**config.mk**
```make
export PLATFORM = sky130hd
export DESIGN_NAME = link_bridge_top
export DESIGN_NICKNAME = d
export VERILOG_FILES = /design/src/hw/link_bridge_pkg.sv /design/src/hw/link_bridge_ctrl.sv /design/src/hw/block_buffer.sv /design/src/hw/packet_former.sv /design/src/hw/return_tracker.sv /design/src/hw/link_bridge_top.sv
export SDC_FILE = /design/constraint.sdc
export NUM_CORES = 1
export LEC_CHECK = 0
export BUFFER_PORTS_ARGS = -buffer_cell sky130_fd_sc_hd__buf_2
export CAP_MARGIN = 20
export CORE_AREA = 2 2 178 180
export DETAILED_ROUTE_END_ITERATION = 6
export DIE_AREA = 0 0 180 182
export GPL_ROUTABILITY_DRIVEN = 0
export PLACE_DENSITY_LB_ADDON = 0.3
export REMOVE_ABC_BUFFERS = 1
export SETUP_SLACK_MARGIN = 0.5
export SYNTH_ARGS = -nofsm -noshare
export SYNTH_HDL_FRONTEND = slang
export SYNTH_SLANG_ARGS = --single-unit
```
**constraint.sdc**
```tcl
create_clock -name clk_i -period 13.1 [get_ports clk_i]
set_clock_uncertainty 0.1 [all_clocks]
set_input_delay 2.62 -clock clk_i [delete_from_list [all_inputs] [get_ports clk_i]]
set_output_delay 2.62 -clock clk_i [all_outputs]
set_load 0.02 [all_outputs]
```
**src/hw/link_bridge_pkg.sv**
```systemverilog
//////////////////////////////////////////////////////////////////////
// widths, address field positions and enums shared by the memory to
// mesh link bridge RTL and its testbench
//////////////////////////////////////////////////////////////////////

package link_bridge_pkg;

  // memory side
  localparam int BP_ADDR_W = 32;
  localparam int BLOCK_W = 128;
  localparam int TAG_W = 8;

  // network side
  localparam int LINK_DATA_W = 32;
  localparam int LINK_ADDR_W = 12;
  localparam int X_W = 4;
  localparam int Y_W = 4;

  localparam int NUM_FLITS = BLOCK_W / LINK_DATA_W;
  localparam int FLIT_IDX_W = $clog2(NUM_FLITS);
  localparam int BYTE_OFF_W = $clog2(LINK_DATA_W / 8);

  // block address bits above byte offset and flit index
  localparam int BLK_LSB = BYTE_OFF_W + FLIT_IDX_W;
  localparam int BLK_ADDR_W = LINK_ADDR_W - FLIT_IDX_W - 1;
  // destination column sits just above the word address
  localparam int X_LSB = BYTE_OFF_W + LINK_ADDR_W - 1;

  typedef enum logic {
    CMD_WRITEBACK = 1'b0,
    CMD_READ      = 1'b1
  } cmd_op_e;

  typedef enum logic {
    PKT_STORE = 1'b0,
    PKT_LOAD  = 1'b1
  } pkt_op_e;

  typedef enum logic [1:0] {
    ST_IDLE     = 2'd0,
    ST_SEND     = 2'd1,
    ST_WAIT_RET = 2'd2,
    ST_RESP     = 2'd3
  } ctrl_state_e;

endpackage

```
**src/hw/link_bridge_ctrl.sv**
```systemverilog
//////////////////////////////////////////////////////////////////////
// bridge controller: accepts one command, walks the flits out, waits
// for read returns and issues the memory response
//////////////////////////////////////////////////////////////////////

`timescale 1ns/1ps

module link_bridge_ctrl (
  input  logic                                   clk_i
  , input  logic                                 reset_i
  , input  logic                                 cmd_valid_i
  , input  link_bridge_pkg::cmd_op_e             cmd_op_i
  , input  logic                                 pkt_ready_i
  , input  logic                                 all_returned_i
  , input  logic                                 resp_ready_i
  , output logic                                 cmd_ready_o
  , output logic                                 load_en_o
  , output logic                                 pkt_valid_o
  , output logic [link_bridge_pkg::FLIT_IDX_W-1:0] flit_idx_o
  , output logic                                 tracker_clear_o
  , output logic                                 ret_ready_o
  , output logic                                 resp_valid_o
);

  import link_bridge_pkg::*;

  ctrl_state_e state_r, state_n;
  cmd_op_e op_r;
  logic [FLIT_IDX_W-1:0] flit_idx_r;
  logic pkt_fire;
  logic last_flit;

  // handshake outputs come straight from the state
  assign cmd_ready_o = (state_r == ST_IDLE);
  assign pkt_valid_o = (state_r == ST_SEND);
  assign ret_ready_o = (state_r == ST_WAIT_RET);
  assign resp_valid_o = (state_r == ST_RESP);

  assign load_en_o = cmd_valid_i & cmd_ready_o;
  assign tracker_clear_o = load_en_o;
  assign flit_idx_o = flit_idx_r;

  assign pkt_fire = pkt_valid_o & pkt_ready_i;
  assign last_flit = (flit_idx_r == FLIT_IDX_W'(NUM_FLITS - 1));

  always_comb begin
    state_n = state_r;
    case (state_r)
      ST_IDLE: begin
        if (load_en_o) begin
          state_n = ST_SEND;
        end
      end
      ST_SEND: begin
        // reads go wait for returns, writebacks respond directly
        if (pkt_fire && last_flit) begin
          state_n = (op_r == CMD_READ) ? ST_WAIT_RET : ST_RESP;
        end
      end
      ST_WAIT_RET: begin
        if (all_returned_i) begin
          state_n = ST_RESP;
        end
      end
      ST_RESP: begin
        if (resp_ready_i) begin
          state_n = ST_IDLE;
        end
      end
      default: state_n = ST_IDLE;
    endcase
  end

  always_ff @(posedge clk_i) begin
    if (reset_i) begin
      state_r <= ST_IDLE;
      op_r <= CMD_WRITEBACK;
      flit_idx_r <= '0;
    end else begin
      state_r <= state_n;
      if (load_en_o) begin
        op_r <= cmd_op_i;
      end
      // wraps back to zero after the last flit
      if (pkt_fire) begin
        flit_idx_r <= flit_idx_r + 1'b1;
      end
    end
  end

endmodule

```
**src/hw/block_buffer.sv**
```systemverilog
//////////////////////////////////////////////////////////////////////
// holds the command in flight and its cache block; read returns
// overwrite their word so the block doubles as response data
//////////////////////////////////////////////////////////////////////

`timescale 1ns/1ps

module block_buffer (
  input  logic                                    clk_i
  , input  logic                                  reset_i
  , input  logic                                  load_en_i
  , input  link_bridge_pkg::cmd_op_e              cmd_op_i
  , input  logic [link_bridge_pkg::BP_ADDR_W-1:0] cmd_addr_i
  , input  logic [link_bridge_pkg::TAG_W-1:0]     cmd_tag_i
  , input  logic [link_bridge_pkg::BLOCK_W-1:0]   cmd_data_i
  , input  logic [link_bridge_pkg::FLIT_IDX_W-1:0] flit_idx_i
  , input  logic                                  ret_wr_en_i
  , input  logic [link_bridge_pkg::FLIT_IDX_W-1:0] ret_slot_i
  , input  logic [link_bridge_pkg::LINK_DATA_W-1:0] ret_data_i
  , output link_bridge_pkg::cmd_op_e              op_o
  , output logic [link_bridge_pkg::BP_ADDR_W-1:0] addr_o
  , output logic [link_bridge_pkg::TAG_W-1:0]     tag_o
  , output logic [link_bridge_pkg::LINK_DATA_W-1:0] flit_o
  , output logic [link_bridge_pkg::BLOCK_W-1:0]   block_o
);

  import link_bridge_pkg::*;

  cmd_op_e op_r;
  logic [BP_ADDR_W-1:0] addr_r;
  logic [TAG_W-1:0] tag_r;
  logic [NUM_FLITS-1:0][LINK_DATA_W-1:0] block_r;

  always_ff @(posedge clk_i) begin
    if (reset_i) begin
      op_r <= CMD_WRITEBACK;
    end else if (load_en_i) begin
      op_r <= cmd_op_i;
    end
  end

  always_ff @(posedge clk_i) begin
    if (load_en_i) begin
      addr_r <= cmd_addr_i;
      tag_r <= cmd_tag_i;
      block_r <= cmd_data_i;
    end else if (ret_wr_en_i) begin
      block_r[ret_slot_i] <= ret_data_i;
    end
  end

  assign op_o = op_r;
  assign addr_o = addr_r;
  assign tag_o = tag_r;
  // word 0 is the low end of the block
  assign flit_o = block_r[flit_idx_i];
  assign block_o = block_r;

endmodule

```
**src/hw/packet_former.sv**
```systemverilog
//////////////////////////////////////////////////////////////////////
// forms the mesh packet fields for the current flit of the held
// command; purely combinational
//////////////////////////////////////////////////////////////////////

`timescale 1ns/1ps

module packet_former (
  input  link_bridge_pkg::cmd_op_e                 op_i
  , input  logic [link_bridge_pkg::BP_ADDR_W-1:0]   addr_i
  , input  logic [link_bridge_pkg::FLIT_IDX_W-1:0]  flit_idx_i
  , input  logic [link_bridge_pkg::LINK_DATA_W-1:0] flit_i
  , input  logic [link_bridge_pkg::X_W-1:0]         my_x_i
  , input  logic [link_bridge_pkg::Y_W-1:0]         my_y_i
  , output link_bridge_pkg::pkt_op_e                pkt_op_o
  , output logic [link_bridge_pkg::LINK_ADDR_W-1:0] pkt_addr_o
  , output logic [link_bridge_pkg::X_W-1:0]         pkt_x_o
  , output logic [link_bridge_pkg::Y_W-1:0]         pkt_y_o
  , output logic [link_bridge_pkg::X_W-1:0]         pkt_src_x_o
  , output logic [link_bridge_pkg::Y_W-1:0]         pkt_src_y_o
  , output logic [link_bridge_pkg::FLIT_IDX_W-1:0]  pkt_load_id_o
  , output logic [link_bridge_pkg::LINK_DATA_W-1:0] pkt_data_o
);

  import link_bridge_pkg::*;

  assign pkt_op_o = (op_i == CMD_READ) ? PKT_LOAD : PKT_STORE;

  // word address: zero msb, block bits, flit index
  assign pkt_addr_o = {1'b0, addr_i[BLK_LSB +: BLK_ADDR_W], flit_idx_i};

  // memory lives one row below this node
  assign pkt_x_o = addr_i[X_LSB +: X_W];
  assign pkt_y_o = Y_W'(my_y_i + 1'b1);

  assign pkt_src_x_o = my_x_i;
  assign pkt_src_y_o = my_y_i;
  assign pkt_load_id_o = flit_idx_i;

  // loads carry no payload
  assign pkt_data_o = (op_i == CMD_READ) ? '0 : flit_i;

endmodule

```
**src/hw/return_tracker.sv**
```systemverilog
//////////////////////////////////////////////////////////////////////
// tracks which flits of a read have come back; duplicate load ids
// are dropped and completion is flagged once every slot is filled
//////////////////////////////////////////////////////////////////////

`timescale 1ns/1ps

module return_tracker (
  input  logic                                     clk_i
  , input  logic                                   reset_i
  , input  logic                                   clear_i
  , input  logic                                   ret_valid_i
  , input  logic                                   ret_ready_i
  , input  logic [link_bridge_pkg::FLIT_IDX_W-1:0] ret_load_id_i
  , output logic                                   ret_wr_en_o
  , output logic [link_bridge_pkg::FLIT_IDX_W-1:0] ret_slot_o
  , output logic                                   all_returned_o
);

  import link_bridge_pkg::*;

  logic [NUM_FLITS-1:0] mask_r;
  logic [NUM_FLITS-1:0] fill_set;

  // only a slot not yet filled gets written
  assign ret_wr_en_o = ret_valid_i & ret_ready_i & ~mask_r[ret_load_id_i];
  assign ret_slot_o = ret_load_id_i;

  assign fill_set = ret_wr_en_o ? (NUM_FLITS'(1) << ret_load_id_i) : '0;

  // include the return landing this cycle so the controller
  // leaves the wait state right after the last one
  assign all_returned_o = &(mask_r | fill_set);

  always_ff @(posedge clk_i) begin
    if (reset_i) begin
      mask_r <= '0;
    end else if (clear_i) begin
      mask_r <= '0;
    end else begin
      mask_r <= mask_r | fill_set;
    end
  end

endmodule

```
**src/hw/link_bridge_top.sv**
```systemverilog
//////////////////////////////////////////////////////////////////////
// memory port to mesh endpoint bridge; one command in flight, split
// into per-word store or load packets
//////////////////////////////////////////////////////////////////////

`timescale 1ns/1ps

module link_bridge_top (
  input  logic                                     clk_i
  , input  logic                                   reset_i
  , input  logic [link_bridge_pkg::X_W-1:0]         my_x_i
  , input  logic [link_bridge_pkg::Y_W-1:0]         my_y_i
  // memory command
  , input  logic                                   cmd_valid_i
  , input  link_bridge_pkg::cmd_op_e               cmd_op_i
  , input  logic [link_bridge_pkg::BP_ADDR_W-1:0]   cmd_addr_i
  , input  logic [link_bridge_pkg::TAG_W-1:0]       cmd_tag_i
  , input  logic [link_bridge_pkg::BLOCK_W-1:0]     cmd_data_i
  , output logic                                   cmd_ready_o
  // network packet out
  , output logic                                   pkt_valid_o
  , output link_bridge_pkg::pkt_op_e               pkt_op_o
  , output logic [link_bridge_pkg::LINK_ADDR_W-1:0] pkt_addr_o
  , output logic [link_bridge_pkg::X_W-1:0]         pkt_x_o
  , output logic [link_bridge_pkg::Y_W-1:0]         pkt_y_o
  , output logic [link_bridge_pkg::X_W-1:0]         pkt_src_x_o
  , output logic [link_bridge_pkg::Y_W-1:0]         pkt_src_y_o
  , output logic [link_bridge_pkg::FLIT_IDX_W-1:0]  pkt_load_id_o
  , output logic [link_bridge_pkg::LINK_DATA_W-1:0] pkt_data_o
  , input  logic                                   pkt_ready_i
  // network load return
  , input  logic                                   ret_valid_i
  , input  logic [link_bridge_pkg::FLIT_IDX_W-1:0]  ret_load_id_i
  , input  logic [link_bridge_pkg::LINK_DATA_W-1:0] ret_data_i
  , output logic                                   ret_ready_o
  // memory response
  , output logic                                   resp_valid_o
  , output link_bridge_pkg::cmd_op_e               resp_op_o
  , output logic [link_bridge_pkg::BP_ADDR_W-1:0]   resp_addr_o
  , output logic [link_bridge_pkg::TAG_W-1:0]       resp_tag_o
  , output logic [link_bridge_pkg::BLOCK_W-1:0]     resp_data_o
  , input  logic                                   resp_ready_i
);

  import link_bridge_pkg::*;

  logic load_en;
  logic tracker_clear;
  logic all_returned;
  logic ret_wr_en;
  logic [FLIT_IDX_W-1:0] flit_idx;
  logic [FLIT_IDX_W-1:0] ret_slot;
  logic [LINK_DATA_W-1:0] cur_flit;

  link_bridge_ctrl u_ctrl (
    .clk_i           (clk_i),
    .reset_i         (reset_i),
    .cmd_valid_i     (cmd_valid_i),
    .cmd_op_i        (cmd_op_i),
    .pkt_ready_i     (pkt_ready_i),
    .all_returned_i  (all_returned),
    .resp_ready_i    (resp_ready_i),
    .cmd_ready_o     (cmd_ready_o),
    .load_en_o       (load_en),
    .pkt_valid_o     (pkt_valid_o),
    .flit_idx_o      (flit_idx),
    .tracker_clear_o (tracker_clear),
    .ret_ready_o     (ret_ready_o),
    .resp_valid_o    (resp_valid_o)
  );

  // held command fields feed the response directly
  block_buffer u_buffer (
    .clk_i       (clk_i),
    .reset_i     (reset_i),
    .load_en_i   (load_en),
    .cmd_op_i    (cmd_op_i),
    .cmd_addr_i  (cmd_addr_i),
    .cmd_tag_i   (cmd_tag_i),
    .cmd_data_i  (cmd_data_i),
    .flit_idx_i  (flit_idx),
    .ret_wr_en_i (ret_wr_en),
    .ret_slot_i  (ret_slot),
    .ret_data_i  (ret_data_i),
    .op_o        (resp_op_o),
    .addr_o      (resp_addr_o),
    .tag_o       (resp_tag_o),
    .flit_o      (cur_flit),
    .block_o     (resp_data_o)
  );

  packet_former u_former (
    .op_i          (resp_op_o),
    .addr_i        (resp_addr_o),
    .flit_idx_i    (flit_idx),
    .flit_i        (cur_flit),
    .my_x_i        (my_x_i),
    .my_y_i        (my_y_i),
    .pkt_op_o      (pkt_op_o),
    .pkt_addr_o    (pkt_addr_o),
    .pkt_x_o       (pkt_x_o),
    .pkt_y_o       (pkt_y_o),
    .pkt_src_x_o   (pkt_src_x_o),
    .pkt_src_y_o   (pkt_src_y_o),
    .pkt_load_id_o (pkt_load_id_o),
    .pkt_data_o    (pkt_data_o)
  );

  return_tracker u_tracker (
    .clk_i          (clk_i),
    .reset_i        (reset_i),
    .clear_i        (tracker_clear),
    .ret_valid_i    (ret_valid_i),
    .ret_ready_i    (ret_ready_o),
    .ret_load_id_i  (ret_load_id_i),
    .ret_wr_en_o    (ret_wr_en),
    .ret_slot_o     (ret_slot),
    .all_returned_o (all_returned)
  );

endmodule

```
# [Yosys cells after proc, flatten, opt, wreduce, memory -nomap -nowiden]
# Cells that the tools add are included.
[op_classes] addsub=2 magnitude_cmp=3 eq_ne=8 n_shift=1 mux=18 bitwise=6 reduce_logical=7
[op_table] op="128-bit two-way mux" count=2
[op_table] op="128-bit bitwise mux" count=1
[op_table] op="32-bit two-way mux" count=3
[op_table] op="32-bit binary-select mux with 2-bit select" count=1
[op_table] op="32-bit demux with 2-bit select" count=1
[op_table] op="2-bit two-way mux" count=4
[op_table] op="2-bit case mux with 4 select lines" count=1
[op_table] op="4-bit AND reduction" count=2
[op_table] op="2-bit == test, second input constant" count=3
[op_table] op="2-bit by 3-bit less-than comparator with 1-bit output, second input constant" count=2
[op_table] op="2-bit inequality test, second input constant" count=3
[op_table] op="4-bit by 1-bit adder with 4-bit output, second input constant" count=1
[op_table] op="1-bit bitwise AND" count=4
[op_table] op="4-bit two-way mux" count=1
[op_table] op="4-bit bitwise OR" count=1
[op_table] op="1-bit by 2-bit << shifter with 4-bit output, first input constant" count=1
[op_table] op="1-bit two-way mux" count=3
[op_table] op="2-bit by 1-bit adder with 2-bit output, second input constant" count=1
[op_table] op="1-bit binary-select mux with 2-bit select" count=1
[op_table] op="2-bit by 1-bit == test with 1-bit output, second input constant" count=1
[op_table] op="2-bit by 1-bit >= comparator with 1-bit output, second input constant" count=1
[op_table] op="1-bit logical AND" count=2
[op_table] op="2-bit zero test" count=1
[op_table] op="2-bit by 1-bit inequality test with 1-bit output, second input constant" count=1
[op_table] op="other kinds (3)" count=3
[word_totals] regBits=177 input_bits=217 out_inout_bits=236 word_cells=55

# [Depth between registers and ports, before layout]
# Gate-level depths: netlist (run 1).
[depth] depth_word=9 mapped_depth=7 ltp_nobuf=6

# [By module]
# Synthesis (run 1) repeated with hierarchy kept, for this count alone.
[hier_totals] hier_cells=667 area_unflattened_um2=8473.1
[by_module_without_submodules] module="block_buffer" n_inst=1 cells_each=538 area_each_um2=7415.9 seq_area_each_um2=5064.9
[by_module_without_submodules] module="packet_former" n_inst=1 cells_each=68 area_each_um2=467.9 seq_area_each_um2=0.0
[by_module_without_submodules] module="link_bridge_ctrl" n_inst=1 cells_each=37 area_each_um2=357.8 seq_area_each_um2=100.1
[by_module_without_submodules] module="return_tracker" n_inst=1 cells_each=24 area_each_um2=231.5 seq_area_each_um2=80.1

# [Least setup slack after synthesis (run 1)]
# No wires, ideal clock.
[synth_timing] kind="input-to-reg" startpoint="in ret_load_id_i[1] (netlist name)" endpoint="reg u_buffer.block_r, in the netlist u_buffer.block_o[0] (enable)" setup_time_ns=0.511 arrival_time_ns=6.187 t_required_ns=12.489 slack_ns=6.302 stages=2 n_path_buf=1 path_cell_list="buf_4 o41ai_1"
[synth_between] elab_chain_cells=5
[synth_lines] item="start, declared" line_no="link_bridge_top.sv:33" rtl=", input logic [link_bridge_pkg::FLIT_IDX_W-1:0] ret_load_id_i"
[synth_lines] item="1-bit binary-select mux with 2-bit select" line_no="return_tracker.sv:26" rtl="assign ret_wr_en_o = ret_valid_i & ret_ready_i & ~mask_r[ret_load_id_i];"
[synth_lines] item="1-bit two-way mux (not written as such)" line_no="return_tracker.sv:26"
[synth_lines] item="1-bit NOT" line_no="return_tracker.sv:26"
[synth_lines] item="1-bit bitwise AND" line_no="return_tracker.sv:26"
[synth_lines] item="2-bit nonzero test (no source line)"
[synth_lines] item="end signal, assigned" line_no="block_buffer.sv:46" rtl="block_r <= cmd_data_i;"
[synth_lines] item="end signal, assigned by index" line_no="block_buffer.sv:48" rtl="block_r[ret_slot_i] <= ret_data_i;"
[synth_lines] item="end, declared" line_no="block_buffer.sv:32" rtl="logic [NUM_FLITS-1:0][LINK_DATA_W-1:0] block_r;"
# Every way passes these cells. The select of a mux whose other input is x is not followed.
# A chain may end at the register's enable or synchronous reset.

# [Worst setup path after layout (run 1)]
[layout_timing] startpoint="in my_y_i[0] (netlist name)" endpoint="out pkt_y_o[2] (netlist name)"
[layout_between] elab_chain_cells=1
[layout_lines] item="start, declared" line_no="link_bridge_top.sv:12" rtl=", input logic [link_bridge_pkg::Y_W-1:0] my_y_i"
[layout_lines] item="4-bit by 1-bit adder with 4-bit output" line_no="packet_former.sv:34" rtl="assign pkt_y_o = Y_W'(my_y_i + 1'b1);"
[layout_lines] item="end, declared" line_no="link_bridge_top.sv:25" rtl=", output logic [link_bridge_pkg::Y_W-1:0] pkt_y_o"
# Every way passes these cells.

==> metrics.txt, run 1 <==
Sw Share 0.399; total number of vias ~6300; total grt overflow 0; Worst Path Class, Setup in2out; dpl hpwl 20400 um; P_sw approximately 1000 uW; Vias/cell 4.76; DRT antenna net count 0; H-tree depth 4; CTS Buffer Depth 2; Clock transition at path regs approximately 70 ps; Post-synth ARST share 0; met1 usage 0.212; area of the multi-input gates 2510 um^2; depth of the worst hold-timing path 2; power share of the sequential group 0.384; Die Span Y about 180 um; grt peak-use layer met2; RSZ-0062 raised after global routing false; IO Port Bufs ~440; most frequent cells in the layout 443 x buf_2, 168 x edfxtp_1, 128 x a22o_1; Syn Area/Cell ~16 um^2; worst slack, placed ~7100 ps; initial DRC count 349; most common cell after layout, fill and taps aside buf_2; nets about 1100; Routed WL per cell roughly 22 um; area of the die 32800 um^2; worst setup margin 7110 ps; gr usage total 0.174; CORE AREA a little over 30000 um^2; min Tclk post-route approximately 6000 ps; Worst Path Required 10380 ps; first-pass GRT wire length ~42000 um; Startpoint Class primary input; Routed Wire Length 29200 um; EDFF count, synth roughly 170; dominant cell type by area after synthesis edfxtp_1; Netlist cell types 37; instance area at placement about 11000 um^2; Fmax 0.167 GHz; initial antenna violation count 3; number of global-route vias before repair approximately 6600; # IOs 453; latest clock arrival within the worst-skew pair around 430 ps; Post-CTS Setup Bufs 0; Hold Buf Count CTS 0; TNS Setup 0 ps; final hold vios 0; Reg2Reg Depth 7; Critical Path AT approximately 3300 ps; synthesized flop and latch total 177; GR met2 Demand/Resource 0.302; Clock Power Share 0.206; CTS resizes 0; Tcrit/Tclk final 0.457; Max IR drop VDD between 0.00007 and 0.00008 V; combinational group share of total power 0.410; Leakage 0.00475 uW; Pre-antenna DRT Iters 5; Finished Cell Area 11200 um^2; synthesized cell area approximately 8100 um^2; post-synth top area share 0.622; number of fillers in the final layout between 3000 and 4000; ranking of synthesized cells by area edfxtp_1 62%, a22o_1 14%, mux4_2 8.9%; layout cell share with drive strength beyond 1 0.573; clock sinks between 150 and 200; Root Buffer Master clkbuf_16; Initial Util 0.262; Row Count 65; Hold Crit Class reg2reg; final setup violation count 0; Power per Cell Area 226 nW/um^2; maximum fanout along the worst path 4; # Max-Cap Violations 0; Slew HR 0.219; P&R area growth vs syn 37.9%; Int Pwr approximately 1500 uW; FF/Latch Area around 5200 um^2; CTS Buf Count 17; Synth warnings 0; Post-Synthesis Cells a little over 500; Main synth FF type edfxtp_1; largest net degree at the start of global routing 90; TritonCTS clock tree built; status completed; CP Capture Type primary output; sequential element share of the synthesized area 0.644; final max-slew violation count 0; Worst Max-Slew Pin Slew about 1200 ps; Die X 180 um; drt drc 0; met3 Use GR 0.0415
-- cells by family (layout without fill, tap and decap cells) --
group,count (synthesis),in the layout,share of synthesized area
DFF,177,177,0.644
AOI/OAI and AO/OA,143,143,0.153
buffers and inverters,75,495,0.0547
and+or+nand+nor,64,64,0.0442
muxes,34,34,0.0913
adders and majority gates,6,6,0.00925
xor gates and xnor gates,3,3,0.00324
other,1,4,0.000462
-- worst paths after layout --
kind | from | end | slack (ps)
setup / recovery | my_y_i[0] | pkt_y_o[2] | 7110
hold reg to reg | u_ctrl.op_r$_SDFFE_PP0P_ | u_ctrl.op_r$_SDFFE_PP0P_ | 390
setup reg to reg | u_ctrl.state_r[1]$_SDFFE_PP0P_ | u_buffer.block_o[36]$_DFFE_PP_ | 9870
hold / removal | u_ctrl.op_r$_SDFFE_PP0P_ | u_ctrl.op_r$_SDFFE_PP0P_ | 390
-- state kept, by name (all words and copies together) (netlist names) --
name and cells:
u_buffer.block_o 128, u_ctrl.flit_idx_o 2, u_tracker.mask_r 4, u_ctrl.state_r 2, u_buffer.addr_o 32, u_buffer.tag_o 8, u_ctrl.op_r 1
-- metrics by stage --
stage           util  total power [uW]  hold slack [ps]  std cells
3_3_place_gp   0.341              2020              374       1291
5_1_grt        0.361              2640              417       1327
6_report       0.361              2530              392       1328
2_1_floorplan      -              1600              348        437
3_5_place_dp   0.341              2030              381       1291
4_1_cts        0.359              2550              391       1323
-- cell usage after synthesis (2+ instances only) --
cell and number:
nor2_1 6, nand4_1 2, and2_1 32, buf_4 27
a21oi_1 3, buf_6 4, a211oi_1 2, edfxtp_1 168
inv_1 8, o31ai_1 2, nand3_1 3, dfxtp_1 9
buf_2 25, xor2_1 2, nand2_1 11, a22o_1 128
buf_1 3, nor3_1 4, mux2i_1 2, ha_1 6
mux4_2 32, and3_1 2, o21ai_0 2, clkbuf_1 7
-- final cells by class --
type | count | share of cell area
sequential | 177 | 0.467
multi-input combinational | 251 | 0.224
timing repair buffer | 454 | 0.208
tap | 402 | 0.0449
clock buffer | 19 | 0.0387
clock inverter | 13 | 0.0122
inverter | 9 | 0.00347
antenna | 3 | 0.000671
-- metal layers --
layer / wire, um / up-vias
met3: 1910 / 16
met5: 0 / -
met2: 14700 / 309
met1: 12200 / 3156
li1: - / 2844
met4: 400 / 0
-- worst max-delay path, cell delays in order --
cell    delay [ps]
buf_2          120
ha_1           210
xor2_1         140
buf_2          180
-- power groups by stage --
stage | sequential, uW | clock, uW | combinational [uW]
after floorplan | 1190 | 0 | 413
after global placement | 982 | 0 | 1040
after detailed placement | 988 | 0 | 1040
after CTS | 977 | 531 | 1050
after global routing | 997 | 551 | 1090
final | 972 | 520 | 1040
Note: power is estimated with default switching activity, not from simulation.
==> run 2, diff against run 1 <==
--- a/config.mk
+++ b/config.mk
@@ -7,9 +7,9 @@
 export LEC_CHECK = 0
 export BUFFER_PORTS_ARGS = -buffer_cell sky130_fd_sc_hd__buf_2
 export CAP_MARGIN = 20
-export CORE_AREA = 2 2 178 180
+export CORE_AREA = 2 2 174 176
 export DETAILED_ROUTE_END_ITERATION = 6
-export DIE_AREA = 0 0 180 182
+export DIE_AREA = 0 0 176 178
 export GPL_ROUTABILITY_DRIVEN = 0
 export PLACE_DENSITY_LB_ADDON = 0.3
 export REMOVE_ABC_BUFFERS = 1
==> constraint.sdc (replaced) <==
create_clock -name clk_i -period 5.6 [get_ports clk_i]
set_clock_uncertainty 0.1 [all_clocks]
set_input_delay 1.12 -clock clk_i [delete_from_list [all_inputs] [get_ports clk_i]]
set_output_delay 1.12 -clock clk_i [all_outputs]
set_load 0.02 [all_outputs]
==> metrics.txt, run 2 (synthesis results as in run 1) <==
dpl hpwl 20600 um (was 20400 um); Slew HR 0.301 (was 0.219); initial antenna violation count 4 (was 3); DRT antenna net count 0 (unchanged); Hold Crit Class reg2reg (unchanged); CTS Buf Count 17 (unchanged); P&R area growth vs syn 37.4% (was 37.9%); capture point of the worst reg-to-reg path u_buffer.block_o[64]$_DFFE_PP_ (was u_buffer.block_o[36]$_DFFE_PP_); CTS Buffer Depth 2 (unchanged); Reg2Reg Depth 6 (was 7); maximum fanout along the worst path 36 (was 4); gr usage total 0.180 (was 0.174); H-tree depth 4 (unchanged); clock sinks 177 (unchanged); # Max-Cap Violations 0 (unchanged); Die X 176 um (was 180 um); number of global-route vias before repair 6391 (was 6598); Power per Cell Area 523 nW/um^2 (was 226 nW/um^2); largest net degree at the start of global routing 101 (was 90); Max IR drop VDD 0.000306 V (was 0.0000739 V); DP Cell Count 1278 (was 1291); Pre-antenna DRT Iters 4 (was 5); Largest register FFs 128 (unchanged); Setup crit end pkt_data_o[4] (was pkt_y_o[2]); Worst Path Required 4380 ps (was 10380 ps); Critical Path AT 2280 ps (was 3270 ps); latest clock arrival within the worst-skew pair 430 ps (about the same); area of the die 31300 um^2 (was 32800 um^2); r2r setup slk 2540 ps (was 9870 ps); layout cell share with drive strength beyond 1 0.574 (was 0.573); Row Count 63 (was 65); most frequent cells in the layout 443 x buf_2, 168 x edfxtp_1, 128 x a22o_1 (unchanged); CORE AREA 29400 um^2 (was 31000 um^2); Tcrit/Tclk final 0.625; min Tclk post-route around 3500 ps; nets 1132 (was 1133); drt drc 0 (unchanged); most common cell after layout, fill and taps aside buf_2 (unchanged); Clock transition at path regs 80 ps (was 70 ps); Startpoint Class flip-flop (was primary input); fin util 0.379 (was 0.361); CP Capture Type primary output (unchanged); status completed (unchanged); worst setup margin 2100 ps (was 7110 ps); IO Port Bufs 443 (unchanged); worst slack, placed 1970 ps (was 7110 ps); TNS Setup 0 ps (unchanged); Routed WL per cell 22.1 um (was 22.0 um); first-pass GRT wire length 40600 um (was 42100 um); total grt overflow 0 (unchanged); final max-slew violation count 0 (unchanged); Fmax 0.286 GHz; final hold vios 0 (unchanged); Vias/cell 4.86 (was 4.76); hold slack 392 ps (about the same); total number of vias 6380 (was 6325); final setup violation count 0 (unchanged); depth of the worst hold-timing path 2 (unchanged); hold wc startpoint u_ctrl.op_r$_SDFFE_PP0P_ (unchanged); initial DRC count 435 (was 349); Root Buffer Master clkbuf_16 (unchanged); CTS resizes 0 (unchanged); TritonCTS clock tree built (unchanged); Initial Util 0.276 (was 0.262); Worst Path Class, Setup reg2out (was in2out); # IOs 453 (unchanged); RSZ-0062 raised after global routing false (unchanged); Worst Max-Slew Pin Slew 1050 ps (was 1170 ps); Post-CTS Setup Bufs 0 (unchanged); Leakage 0.00473 uW (was 0.00475 uW); RR Startpoint u_ctrl.state_r[0]$_SDFFE_PP0P_ (was u_ctrl.state_r[1]$_SDFFE_PP0P_); Cell Count, Final, Fillers Out 1314 (was 1328); Routed Wire Length 29100 um (was 29200 um); Critical path origin u_ctrl.flit_idx_o[0]$_SDFFE_PP0P_ (was my_y_i[0]); Die Span Y 178 um (was 182 um); Hold Buf Count CTS 0 (unchanged)
-- run 2: layer usage --
layer,GRT usage,part of all wire,vias to the layer above
met4,0.0472,0.013,4
met1,0.210,0.39,3170
li1,-,-,2842
met2,0.322,0.52,340
met3,0.0537,0.080,24
met5,0,0.00093,-
-- run 2: worst min-delay path by stage --
stage	slack [ps]	end
finish	390	u_ctrl.op_r$_SDFFE_PP0P_
global route	420	u_ctrl.op_r$_SDFFE_PP0P_
CTS	390	u_ctrl.op_r$_SDFFE_PP0P_
detailed placement	380	u_ctrl.op_r$_SDFFE_PP0P_
global placement	370	u_ctrl.op_r$_SDFFE_PP0P_
floorplan	350	u_tracker.mask_r[3]$_SDFF_PP0_
-- run 2: power by group --
| part | switching (uW) | leakage (uW) | internal [uW] |
|---|---|---|---|
| Sequential | 251 | 0.00172 | 2030 |
| Combinational | 1530 | 0.00275 | 875 |
| Clock | 569 | 0.000260 | 584 |
-- run 2: critical path: stages (launching register included) --
cell and delay, ps:
dfxtp_4 880, mux4_2 610, and2_1 170, buf_2 150
-- run 2: cell type report --
class / instances / area [um^2]
antenna: 2 / 5.00
clock buffer: 17 / 425
clock inverter: 15 / 126
fill: 2901 / 18300
inverter: 9 / 38.8
multi-input combinational: 251 / 2510
sequential: 177 / 5230
tap: 390 / 488
timing repair buffer: 453 / 2320
-- run 2: metrics by stage --
stage,area (um^2),power (uW)
4_1_cts,11100,5880
5_1_grt,11100,6130
3_5_place_dp,10500,4720
3_3_place_gp,10500,4700
2_1_floorplan,7710,3750
6_report,11200,5830
==> run 3, diff against run 2 <==
==> constraint.sdc (replaced) <==
create_clock -name clk_i -period 3.6 [get_ports clk_i]
set_clock_uncertainty 0.1 [all_clocks]
set_input_delay 0.72 -clock clk_i [delete_from_list [all_inputs] [get_ports clk_i]]
set_output_delay 0.72 -clock clk_i [all_outputs]
set_load 0.02 [all_outputs]
==> metrics.txt, run 3 (synthesis results as in run 1) <==
status completed (unchanged); Startpoint Class flip-flop (unchanged); total grt overflow 0 (unchanged); area of the die 31300 um^2 (unchanged); Routed Wire Length 30000 um (was 29100 um); CP Cell Sequence buf_12 > mux4_2 > and2_1 > buf_2 (was mux4_2 > and2_1 > buf_2); Vias/cell 4.87 (was 4.86); Max stage delay on crit path 720 ps (was 880 ps); final hold vios 0 (unchanged); maximum fanout along the worst path 21 (was 36); clock sinks 177 (unchanged); Hold Buf Count CTS 0 (unchanged); area of the multi-input gates 2510 um^2 (unchanged); DRT antenna net count 0 (unchanged); latest clock arrival within the worst-skew pair 440 ps (was 430 ps); worst slack, placed 918 ps (was 1970 ps); Worst Path Required 2780 ps (was 4380 ps); layout cell share with drive strength beyond 1 0.580 (was 0.574); P&R area growth vs syn 39.5% (was 37.4%); Die X 176 um (unchanged); Worst Path Class, Setup reg2out (unchanged); Clock transition at path regs 70 ps (was 80 ps); Leakage 0.00483 uW (was 0.00473 uW); CTS resizes 0 (unchanged); Critical Path AT 2080 ps (was 2280 ps); Slowest cell on crit path dfxtp_2 (was dfxtp_4); gr usage total 0.186 (was 0.180); drt drc 0 (unchanged); CP Capture Type primary output (unchanged); largest net degree at the start of global routing 69 (was 101); Root Buffer Master clkbuf_16 (unchanged); initial antenna violation count 4 (unchanged); final max-slew violation count 0 (unchanged); Row Count 63 (unchanged); first-pass GRT wire length 41600 um (was 40600 um); dpl hpwl 21900 um (was 20600 um); fin util 0.385 (was 0.379); CTS Buf Count 17 (unchanged); H-tree depth 4 (unchanged); RSZ-0062 raised after global routing false (unchanged); CORE AREA 29400 um^2 (unchanged); initial DRC count 458 (was 435); Hold Crit Class in2reg (was reg2reg); CP top delay family flip-flops (unchanged); Max IR drop VDD 0.000299 V (was 0.000306 V); # Max-Cap Violations 0 (unchanged); Largest register FFs 128 (unchanged); Post-CTS Setup Bufs 3 (was 0); number of fillers in the final layout 2831 (was 2901); Initial Util 0.276 (unchanged); Routed WL per cell 22.6 um (was 22.1 um); Die Span Y 178 um (unchanged); Power per Cell Area 822 nW/um^2 (was 523 nW/um^2); TritonCTS clock tree built (unchanged); # IOs 453 (unchanged); Fmax approximately 0.34 GHz; most frequent cells in the layout 443 x buf_2, 168 x edfxtp_1, 128 x a22o_1 (unchanged); Pre-antenna DRT Iters 4 (unchanged); final setup violation count 0 (unchanged); most common cell after layout, fill and taps aside buf_2 (unchanged); min Tclk post-route ~2900 ps; crit path buf inv count 2 (was 1); Slew HR 0.431 (was 0.301); total number of vias 6462 (was 6380); Tcrit/Tclk final 0.805; number of global-route vias before repair 6531 (was 6391); worst setup margin 701 ps (was 2100 ps); FF/Latch Area 5230 um^2 (unchanged); CTS Buffer Depth 2 (unchanged); Worst Max-Slew Pin Slew 850 ps (was 1050 ps); nets 1144 (was 1132); IO Port Bufs 443 (unchanged)
[run 3: changes by cell type in the layout (fill, tap and decap cells not counted), sizes merged]
cell      previous run  this run
clkbuf              17        18
clkinvlp             4         1
buf                453       465
clkinv               3         4
inv                 17        16
bufinv               0         2
[run 3: worst reg2reg max path, cell delays in order (launching register included)]
cell and delay [ps]:
dfxtp_1 330, inv_1 140, ha_1 300, nand2_1 140
nor2_1 140, nand2_1 100, o21ai_4 690, buf_12 260
[run 3: power by group]
| group | total (uW) | leakage [uW] | switching (uW) | internal [uW] |
|---|---|---|---|---|
| Clock | 1920 | 0.000287 | 878 | 1040 |
| Combinational | 3870 | 0.00283 | 2430 | 1430 |
| Sequential | 3530 | 0.00172 | 377 | 3150 |
| Total | 9310 | 0.00483 | 3690 | 5620 |
[run 3: cell type report]
class / instances / area share
Clock buffer: 18 / 0.0379
Timing Repair Buffer: 465 / 0.218
Antenna cell: 2 / 0.000442
Clock inverter: 14 / 0.0135
Inverter: 9 / 0.00342
Sequential cell: 177 / 0.462
Multi-Input combinational cell: 251 / 0.222
Tap cell: 390 / 0.0431
[run 3: worst paths after layout]
kind	start	to	slack, ps	cells past startpoint
worst max-delay path	u_ctrl.flit_idx_o[1]$_SDFFE_PP0P_	pkt_data_o[10]	700	4
worst min-delay path	cmd_tag_i[7]	u_buffer.tag_o[7]$_DFFE_PP_	350	1
worst max register to register	u_ctrl.state_r[0]$_SDFFE_PP0P_	u_buffer.block_o[47]$_DFFE_PP_	1100	7
worst min register to register	u_ctrl.op_r$_SDFFE_PP0P_	u_ctrl.op_r$_SDFFE_PP0P_	390	2
[run 3: layer usage]
| metal | GRT usage | share of wire | up-vias |
|---|---|---|---|
| li1 | - | - | 2866 |
| met1 | 0.216 | 0.39 | 3218 |
| met2 | 0.329 | 0.51 | 339 |
| met3 | 0.0501 | 0.072 | 35 |
| met4 | 0.0675 | 0.022 | 4 |
| met5 | 0 | 0.0010 | - |
[run 3: stage by stage]
stage | area, um^2 | hold slack [ps] | instances | TNS [ps] | power (uW)
final | 11300 | 354 | 1326 | 0 | 9310
after global routing | 11300 | 330 | 1324 | 0 | 9750
after CTS | 11300 | 327 | 1324 | 0 | 9410
after detailed placement | 10700 | 382 | 1289 | 0 | 7430
after global placement | 10700 | 373 | 1289 | 0 | 7410
after floorplan | 7710 | 348 | 437 | -81090 | 5830
